$ cat src/scalar_consts.svh
////////////////////
// Scalar integer unit constants
// Operand width and the width of the
// iteration counter of both engines
////////////////////

`ifndef SCALAR_CONSTS_SVH
`define SCALAR_CONSTS_SVH

// Operand width in bits
`define SCALAR_DATA_SIZE 32

// Iteration counter width
// Holds 0 to SCALAR_DATA_SIZE-1 with one spare bit
`define SCALAR_COUNT_SIZE ($clog2(`SCALAR_DATA_SIZE) + 1)

`endif

$ cat src/scalar_data_pkg.sv
////////////////////
// Scalar integer unit data types
// Vector widths with a meaning in the datapath
////////////////////

`include "scalar_consts.svh"

package scalar_data_pkg;

  // One operand or one result word
  typedef logic [`SCALAR_DATA_SIZE-1:0] data_t;

  // Partial remainder or partial sum with carry
  typedef logic [`SCALAR_DATA_SIZE:0] wide_t;

  // Iteration counter
  typedef logic [`SCALAR_COUNT_SIZE-1:0] count_t;

endpackage

$ cat src/scalar_ctrl_pkg.sv
////////////////////
// Scalar integer unit control types
// Operation codes, engine states and the
// command and result words
////////////////////

`include "scalar_consts.svh"

package scalar_ctrl_pkg;
  import scalar_data_pkg::*;

  // Operation select
  typedef enum logic {
    OP_DIV = 1'b0,
    OP_MUL = 1'b1
  } op_t;

  // Shared by both engines
  typedef enum logic [1:0] {
    ENGINE_IDLE = 2'd0,
    ENGINE_RUN  = 2'd1,
    ENGINE_DONE = 2'd2
  } engine_state_t;

  // Command word with op in the top bit
  typedef struct packed {
    op_t   op;
    data_t a;
    data_t b;
  } scalar_cmd_t;

  // Quotient/remainder or low/high product
  typedef struct packed {
    data_t hi;
    data_t lo;
  } scalar_result_t;

endpackage

$ cat src/scalar_integer_divider.sv
////////////////////
// Scalar integer divider
// Restoring division with one quotient bit per cycle
// Returns quotient in lo and remainder in hi
// Divide by zero yields all ones and the dividend
////////////////////

`include "scalar_consts.svh"

module scalar_integer_divider (
  input  logic                            CLK,
  input  logic                            RST,
  input  logic                            START,
  input  scalar_data_pkg::data_t          DATA_A_IN,
  input  scalar_data_pkg::data_t          DATA_B_IN,
  output logic                            READY,
  output scalar_ctrl_pkg::scalar_result_t RESULT
);
  import scalar_data_pkg::*;
  import scalar_ctrl_pkg::*;

  ////////////////////
  // Signals

  engine_state_t state;
  count_t        count;

  // Dividend shifts out at the top while quotient bits enter at the bottom
  data_t quot;
  data_t divisor;
  wide_t rem;

  // One iteration
  wide_t shifted;
  wide_t trial;
  logic  q_bit;
  wide_t rem_next;
  data_t quot_next;

  ////////////////////
  // Iteration logic

  always_comb begin
    // Bring down the next dividend bit
    shifted   = {rem[`SCALAR_DATA_SIZE-1:0], quot[`SCALAR_DATA_SIZE-1]};
    trial     = shifted - {1'b0, divisor};
    // Zero divisor always passes this compare
    q_bit     = (shifted >= {1'b0, divisor});
    rem_next  = q_bit ? trial : shifted;
    quot_next = {quot[`SCALAR_DATA_SIZE-2:0], q_bit};
  end

  // Datapath registers
  always_ff @(posedge CLK) begin
    if (state == ENGINE_IDLE && START) begin
      quot    <= DATA_A_IN;
      divisor <= DATA_B_IN;
      rem     <= '0;
    end else if (state == ENGINE_RUN) begin
      quot <= quot_next;
      rem  <= rem_next;
    end
  end

  ////////////////////
  // Control FSM

  always_ff @(posedge CLK or posedge RST) begin
    if (RST) begin
      state  <= ENGINE_IDLE;
      count  <= '0;
      READY  <= 1'b0;
      RESULT <= '0;
    end else begin
      // Single cycle pulse by default
      READY <= 1'b0;
      case (state)
        ENGINE_IDLE: begin
          if (START) begin
            count <= count_t'(`SCALAR_DATA_SIZE - 1);
            state <= ENGINE_RUN;
          end
        end
        ENGINE_RUN: begin
          count <= count - count_t'(1);
          // Last iteration publishes the result
          if (count == '0) begin
            RESULT.lo <= quot_next;
            RESULT.hi <= rem_next[`SCALAR_DATA_SIZE-1:0];
            READY     <= 1'b1;
            state     <= ENGINE_DONE;
          end
        end
        ENGINE_DONE: state <= ENGINE_IDLE;
        default:     state <= ENGINE_IDLE;
      endcase
    end
  end

endmodule

$ cat src/scalar_integer_multiplier.sv
////////////////////
// Scalar integer multiplier
// Shift and add over one multiplier bit per cycle
// Returns the double width product as lo and hi
////////////////////

`include "scalar_consts.svh"

module scalar_integer_multiplier (
  input  logic                            CLK,
  input  logic                            RST,
  input  logic                            START,
  input  scalar_data_pkg::data_t          DATA_A_IN,
  input  scalar_data_pkg::data_t          DATA_B_IN,
  output logic                            READY,
  output scalar_ctrl_pkg::scalar_result_t RESULT
);
  import scalar_data_pkg::*;
  import scalar_ctrl_pkg::*;

  ////////////////////
  // Signals

  engine_state_t state;
  count_t        count;

  data_t mcand;
  // Product register with multiplier bits consumed from the bottom
  data_t prod_hi;
  data_t prod_lo;

  // Partial sum with carry
  wide_t sum;

  ////////////////////
  // Iteration logic

  // Add multiplicand when the current multiplier bit is set
  assign sum = {1'b0, prod_hi} + (prod_lo[0] ? {1'b0, mcand} : '0);

  always_ff @(posedge CLK) begin
    if (state == ENGINE_IDLE && START) begin
      mcand   <= DATA_A_IN;
      prod_hi <= '0;
      prod_lo <= DATA_B_IN;
    end else if (state == ENGINE_RUN) begin
      // Whole product shifts right by one
      prod_hi <= sum[`SCALAR_DATA_SIZE:1];
      prod_lo <= {sum[0], prod_lo[`SCALAR_DATA_SIZE-1:1]};
    end
  end

  ////////////////////
  // Control FSM

  always_ff @(posedge CLK or posedge RST) begin
    if (RST) begin
      state  <= ENGINE_IDLE;
      count  <= '0;
      READY  <= 1'b0;
      RESULT <= '0;
    end else begin
      READY <= 1'b0;
      case (state)
        ENGINE_IDLE: begin
          if (START) begin
            count <= count_t'(`SCALAR_DATA_SIZE - 1);
            state <= ENGINE_RUN;
          end
        end
        ENGINE_RUN: begin
          count <= count - count_t'(1);
          if (count == '0) begin
            // Same shift as the datapath for the final bit
            RESULT.hi <= sum[`SCALAR_DATA_SIZE:1];
            RESULT.lo <= {sum[0], prod_lo[`SCALAR_DATA_SIZE-1:1]};
            READY     <= 1'b1;
            state     <= ENGINE_DONE;
          end
        end
        ENGINE_DONE: state <= ENGINE_IDLE;
        default:     state <= ENGINE_IDLE;
      endcase
    end
  end

endmodule

$ cat src/scalar_integer_unit.sv
////////////////////
// Scalar integer unit
// Accepts one command at a time and runs it on
// the divider or the multiplier engine
// Result is registered and held until the next READY
////////////////////

`include "scalar_consts.svh"

module scalar_integer_unit (
  input  logic                            CLK,
  input  logic                            RST,
  input  logic                            START,
  input  scalar_ctrl_pkg::scalar_cmd_t    CMD,
  output logic                            BUSY,
  output logic                            READY,
  output scalar_ctrl_pkg::scalar_result_t RESULT
);
  import scalar_ctrl_pkg::*;

  ////////////////////
  // Command steering

  // Commands during BUSY are dropped
  logic accept;
  logic div_start;
  logic mul_start;

  logic           div_ready;
  logic           mul_ready;
  scalar_result_t div_result;
  scalar_result_t mul_result;

  assign accept    = START & ~BUSY;
  assign div_start = accept & (CMD.op == OP_DIV);
  assign mul_start = accept & (CMD.op == OP_MUL);

  ////////////////////
  // Engines

  scalar_integer_divider div_i (
    .CLK       (CLK),
    .RST       (RST),
    .START     (div_start),
    .DATA_A_IN (CMD.a),
    .DATA_B_IN (CMD.b),
    .READY     (div_ready),
    .RESULT    (div_result)
  );

  scalar_integer_multiplier mul_i (
    .CLK       (CLK),
    .RST       (RST),
    .START     (mul_start),
    .DATA_A_IN (CMD.a),
    .DATA_B_IN (CMD.b),
    .READY     (mul_ready),
    .RESULT    (mul_result)
  );

  ////////////////////
  // Busy and result register

  always_ff @(posedge CLK or posedge RST) begin
    if (RST) begin
      BUSY   <= 1'b0;
      READY  <= 1'b0;
      RESULT <= '0;
    end else begin
      READY <= 1'b0;
      if (accept) begin
        BUSY <= 1'b1;
      end
      // Only the started engine can finish
      if (div_ready) begin
        RESULT <= div_result;
        READY  <= 1'b1;
        BUSY   <= 1'b0;
      end else if (mul_ready) begin
        RESULT <= mul_result;
        READY  <= 1'b1;
        BUSY   <= 1'b0;
      end
    end
  end

endmodule

$ cat config.mk
export PLATFORM = sky130hd
export DESIGN_NAME = scalar_integer_unit
export DESIGN_NICKNAME = d
export VERILOG_FILES = /design/src/scalar_data_pkg.sv /design/src/scalar_ctrl_pkg.sv /design/src/scalar_integer_divider.sv /design/src/scalar_integer_multiplier.sv /design/src/scalar_integer_unit.sv
export VERILOG_INCLUDE_DIRS = /design/src /design/src/src
export SDC_FILE = /design/constraint.sdc
export NUM_CORES = 1
export LEC_CHECK = 0
export BUFFER_PORTS_ARGS = -buffer_cell sky130_fd_sc_hd__buf_2
export CAP_MARGIN = 5
export CORE_UTILIZATION = 38
export CTS_CLUSTER_DIAMETER = 40
export DETAILED_ROUTE_END_ITERATION = 7
export HOLD_SLACK_MARGIN = 0.05
export PLACE_DENSITY = 0.65
export SYNTH_ARGS = -nofsm -noshare
export SYNTH_HDL_FRONTEND = slang
export SYNTH_SLANG_ARGS = --single-unit
export TNS_END_PERCENT = 10
$ cat constraint.sdc
create_clock -name CLK -period 18.9 [get_ports CLK]
set_input_delay 2.835 -clock CLK [delete_from_list [all_inputs] [get_ports CLK]]
set_output_delay 2.835 -clock CLK [all_outputs]
set_load 0.03 [all_outputs]
* Word-level counts from Yosys, hierarchy flattened *
Index checks and enable logic that the tools add are counted.
Widths: inputs -> output; s select.

word-level totals
  register bits after elaboration = 404
  output and inout bits = 66
  word-level logic and storage cells = 81

cells by class
  add/subtract/negate cells = 4
  magnitude comparators = 1
  equal/unequal tests = 6
  mux-type cells = 27
  bitwise logic cells = 5
  reductions and logical operators = 18

operator list
  operator             number
  $mux 32              6
  $mux 64              2
  $add 32x33->33       1
  $ge 33x32->1         1
  $sub 32x32->32       1
  $pmux 6 s2           2
  $logic_not 6->1      2
  $mux 6               2
  $reduce_and 2->1     6
  $sub 6x1->6 const B  2
  $reduce_bool 2->1    5
  $mux 1               9
  $mux 2               4
  $pmux 2 s2           2
  $eq 2x1->1 const B   2
  $logic_not 2->1      2
  $ne 2x1->1 const B   2
  $ne 2x2->1 const B   2
  $and 1x1->1          3
  $reduce_bool 3->1    1
  $logic_and 1x1->1    2
  $not 1->1            2

* Logic depth before layout (Yosys ltp) *
  depth in word-level cells = 5
  gate-level depth with buffers = 15
  gate-level depth less buffers = 13

* Cells and area by module *
From an unflattened synthesis, not the netlist that was laid out.

unflattened totals
  cell total of the unflattened synthesis = 1947
  area, all modules = 19537.5 sq um

modules (own cells, without submodules)
  module                     instances  cells each  area each (sq um)  seq. area each (sq um)
  scalar_integer_divider     1          905         8400.6             4389.2
  scalar_integer_multiplier  1          757         8115.3             4389.2
  scalar_integer_unit        1          285         3021.6             1651.6

* Least setup slack after synthesis *
Ideal clock, no wire load.

  path type = input -> register
  from = in CMD[64] (netlist name)
  to = reg div_i.divisor[0], enable pin
  arrival time = 4.589 ns
  required time = 18.491 ns
  path slack = 13.902 ns
  stages on the path = 3
  cells stage by stage = or4_1 inv_2 buf_1

on the way
  longest elaborated chain between the ends = 3

ends and longest elaborated chain
  element                 line                          RTL
  start: declaration      scalar_integer_unit.sv:14     input scalar_ctrl_pkg::scalar_cmd_t CMD,
  $not 1->1               scalar_integer_unit.sv:35     assign div_start = accept & (CMD.op == OP_DIV);
  $and 1x1->1             scalar_integer_unit.sv:35
  $logic_and 1x1->1       scalar_integer_divider.sv:55  if (state == ENGINE_IDLE && START) begin
  end signal: assignment  scalar_integer_divider.sv:57  divisor <= DATA_B_IN;
  end: declaration        scalar_integer_divider.sv:30  data_t divisor;

No other way between the ends.
A chain may end at the register's enable or synchronous reset.

* Worst setup path in the final report *
  from = in CMD[64] (netlist name)
  to = reg div_i.divisor[12], enable pin

The elaborated chain is that of the path after synthesis.

==> impl_metrics.tcl <==
set metrics [dict create \
    irDropWorstVdd_uv 105 \
    vias 14400 \
    seq_area_mm2 0.0104 \
    switching_share_pct 40.2 \
    yosys.area.top_type_share_pct 28.1 \
    worstSetupStartpoint "CMD[64]" \
    syn_avg_cell_area_um2 9.90 \
    seqPwrFrac_pct 35.8 \
    cpPeakStageDelay_ps 670 \
    grt_overflow 0 \
    crit_cells 5 \
    die_area_mm2 0.0507 \
    synth.distinct_cells 68 \
    gp_congestion 0.904 \
    track_usage_pct 22.0 \
    synth_top_family_by_area "simple AND/OR/NAND/NOR gates" \
    drcViolationCount 0 \
    cts_max_level 2 \
    antenna_left 0 \
    syn_nets 2048 \
    async_reset_ff_share_pct 52.5 \
    reg2reg_slack_ps 14690 \
    synth_xor_area_share_pct 2.73 \
    grt_pass1_wl_mm 85.0 \
    cp_top_family "buffers and inverters" \
    place_area_mm2 0.0202 \
    relSlewSlack_pct 21.5 \
    drv_cap 0 \
    antenna_found_initial 2 \
    synthFlopType "dfrtp_1" \
    synthMuxAreaShare_pct 5.40 \
    synth-seq-cells 404 \
    worstMarginPinSlew_ps 1180 \
    grt_pass1_vias 14300 \
    dpl.hpwl_mm 39.0 \
    setup_viol 0 \
    leakage_nw 10.1 \
    switchingPower_w 0.00170 \
    path_cells "buf_2 > or4_1 > buf_4 > inv_2 > buf_4" \
    critPathCapture "div_i.divisor[12]$_DFFE_PP_" \
    power.internal_w 0.00254 \
    postSynthCellCount 1910 \
    placementRows 81 \
    clk_root_buffer_cell "clkbuf_16" \
    synth_area_leaders "dfrtp_1 (28%), edfxtp_1 (20%), nand2_1 (11%)" \
    status "completed" \
    post-route-period-util_pct 22.9 \
    core_mm2 0.0491 \
    ys_warn_count 0 \
    clock_skew_ps 32.6 \
    start_kind "input port" \
    period_needed_ps 4320 \
    num_io_pins 134 \
    vias_per_cell 5.28 \
    fmax_ghz 0.231 \
    die_w_um 225 \
    path_class "input port to flop" \
    route.detailed.wl_per_inst_um 20.1 \
    post_synth_and_or_nand_nor_area_fraction_pct 16.0 \
    start_util_pct 38.5 \
    rsz0062_at_grt "no" \
    clkPwrFrac_pct 26.7 \
    post_cts_resize_count 0 \
    cp.arrival_ps 4550 \
    io_buffers 133 \
    synth_edf_count 128 \
    postCtsHoldBufs 0 \
    synth_compound_area_share_pct 12.7 \
    reg2regPathDepth 13 \
    multi_input_area_mm2 0.00786 \
    setup_tns_ps 0 \
    post_cts_buffers 0 \
    cp.required_ps 19130 \
    cts_max_path_buffers 3 \
    wirelength_mm 54.9 \
    areaGrowthSynthToFinish_pct 17.4 \
    worstSkewPairLatency_ps 610 \
    end_kind "flop" \
    worst-path-buf-inv 4 \
    crit_top_cell "buf_4" \
    clock_sinks 404 \
    die-height_um 225 \
    postLayoutCellArea_mm2 0.0222 \
    final_nets 2160 \
    finalHoldViolations 0 \
    drv_slew 0 \
    synth_seq_area_share_pct 55.2 \
    critPathMaxFanout 67 \
    r2r_start "mul_i.prod_lo[0]$_DFFE_PP_" \
    detail_route.first_pass.iterations 5 \
    cts_tree "yes" \
    r2r-end "mul_i.RESULT[63]$_DFFE_PP0P_" \
    path_clk_slew_ps 60 \
    p_per_area_mw_per_mm2 191 \
    yosysTopAreaCell "dfrtp_1" \
    synth_area_mm2 0.0189 \
    drt_iter0_drc 1168 \
    hold_path_class "flop to flop" \
    crit_path_top_delay_cell "buf_4" \
    synthAdderAreaFrac_pct 4.71 \
    hold_depth 2 \
    grt_max_degree 129 \
    antenna_cells 0 \
    nFillCells 4630 \
    combPwrFrac_pct 37.6 \
    drive_above_1_share_pct 14.9 \
    cts_inserted_buffers 56 \
]
==> registers in the layout, indices dropped and copies added, names as in the netlist <==
signal	cells
RESULT	64
mul_i.RESULT	64
div_i.rem	32
div_i.READY	1
BUSY	1
mul_i.prod_hi	32
mul_i.prod_lo	32
mul_i.state	2
mul_i.READY	1
mul_i.mcand	32
mul_i.count	6
READY	1
div_i.state	2
div_i.RESULT	64
div_i.divisor	32
div_i.quot	32
div_i.count	6
==> how the worst min path moves through the flow <==
stage / startpoint / end / slack (ps)
finish: div_i.quot[30]$_DFFE_PP_ / div_i.RESULT[31]$_DFFE_PP0P_ / 470
global route: mul_i.prod_hi[23]$_SDFFE_PP0P_ / mul_i.prod_hi[23]$_SDFFE_PP0P_ / 490
CTS: div_i.quot[30]$_DFFE_PP_ / div_i.RESULT[31]$_DFFE_PP0P_ / 470
detailed placement: div_i.quot[30]$_DFFE_PP_ / div_i.RESULT[31]$_DFFE_PP0P_ / 450
global placement: mul_i.prod_hi[22]$_SDFFE_PP0P_ / mul_i.prod_hi[22]$_SDFFE_PP0P_ / 440
floorplan: mul_i.prod_hi[18]$_SDFFE_PP0P_ / mul_i.prod_hi[18]$_SDFFE_PP0P_ / 430
==> cells by family (layout without fill, tap and decap cells) <==
kind of cell / after synthesis / count (layout)
compound gates: 389 / 389
xor+xnor: 59 / 59
fa+ha+maj: 70 / 70
buf+inv: 158 / 318
flops: 404 / 404
mux: 99 / 99
simple gates: 731 / 731
==> power groups by stage <==
stage,sequential (W),clock [W],combinational (W)
global placement,0.00152,0,0.00155
CTS,0.00151,0.00115,0.00160
floorplan,0.00153,0,0.00105
global route,0.00155,0.00118,0.00177
finish,0.00152,0.00113,0.00159
detailed placement,0.00152,0,0.00159
==> per-stage QoR <==
step / util (%) / setup slack (ps) / power [W] / hold slack, ps / std cells
floorplan: - / 10270 / 0.00259 / 432 / 1910
global placement: 41.1 / 14020 / 0.00307 / 441 / 2628
detailed placement: 41.1 / 14010 / 0.00311 / 453 / 2628
CTS: 45.2 / 14640 / 0.00425 / 469 / 2734
global route: 45.2 / 14470 / 0.00451 / 488 / 2734
finish: 45.2 / 14580 / 0.00424 / 470 / 2734
==> cells in the final DEF, fill, tap and decap left out, drive strengths merged, types with 7 or more instances in the layout <==
master    synthesis  layout
nand2           563     563
dfrtp           212     212
o21ai           209     209
buf              19     151
edfxtp          128     128
mux2i            75      75
inv              61      75
ha               68      68
a21oi            65      65
dfxtp            64      64
clkbuf           78      62
nor2             44      44
and2             34      34
xnor2            32      32
nand3            31      31
xor2             27      27
mux2             24      24
a22o             24      24
a21o             20      20
nand4            16      16
clkinv            0      13
nor3             12      12
a211oi           12      12
nor2b            11      11
o21bai           11      11
bufinv            0       9
clkinvlp          0       8
nand2b            7       7
o31ai             7       7
==> layout make-up <==
type                    instances  area share, %
clock buffers                  62           6.56
multi-input cells            1348           35.4
flip-flops and latches        404           47.0
repair buffers                151           3.61
inverters                      61           1.07
clock inverters                44           2.58
well taps                     664           3.74
==> layer usage <==
| metal | wire length (um) | vias to the layer above | global-route usage (%) |
|---|---|---|---|
| met4 | 1610 | 2 | 7.59 |
| met5 | 13 | - | 0 |
| met2 | 25300 | 472 | 35.2 |
| li1 | - | 6785 | - |
| met3 | 3370 | 87 | 3.61 |
| met1 | 24600 | 7102 | 30.3 |
==> worst reg2reg max path: stages (launching register included) <==
cell and delay, ps:
edfxtp_1 780, and2_1 340, ha_1 230, fa_1 450, a211oi_2 240, nor2_1 90
o31a_1 300, a31o_4 270, and2_4 150, a211oi_4 260, o2bb2ai_2 220, o41ai_1 190
a211oi_1 390, o31ai_1 140
==> synth_stat cells, types with 4 or more instances <==
cell type / n
inv_1: 59
buf_1: 11
clkbuf_1: 78
o21ai_1: 21
and2_1: 32
a21oi_1: 60
nand2_1: 563
o31ai_1: 6
mux2_2: 24
nor2_1: 44
a21o_1: 20
mux2i_1: 75
xor2_1: 27
xnor2_1: 32
o21bai_1: 11
nand2b_1: 7
buf_2: 5
o21a_1: 5
nor3_1: 12
ha_1: 68
dfxtp_1: 64
o21ai_0: 188
a211oi_1: 9
nand4_1: 16
o211ai_1: 4
a31oi_1: 5
a21oi_2: 4
edfxtp_1: 128
a22o_1: 24
nand3_1: 31
nor2b_1: 11
dfrtp_1: 212
Note: power is estimated with default switching activity, not from simulation.
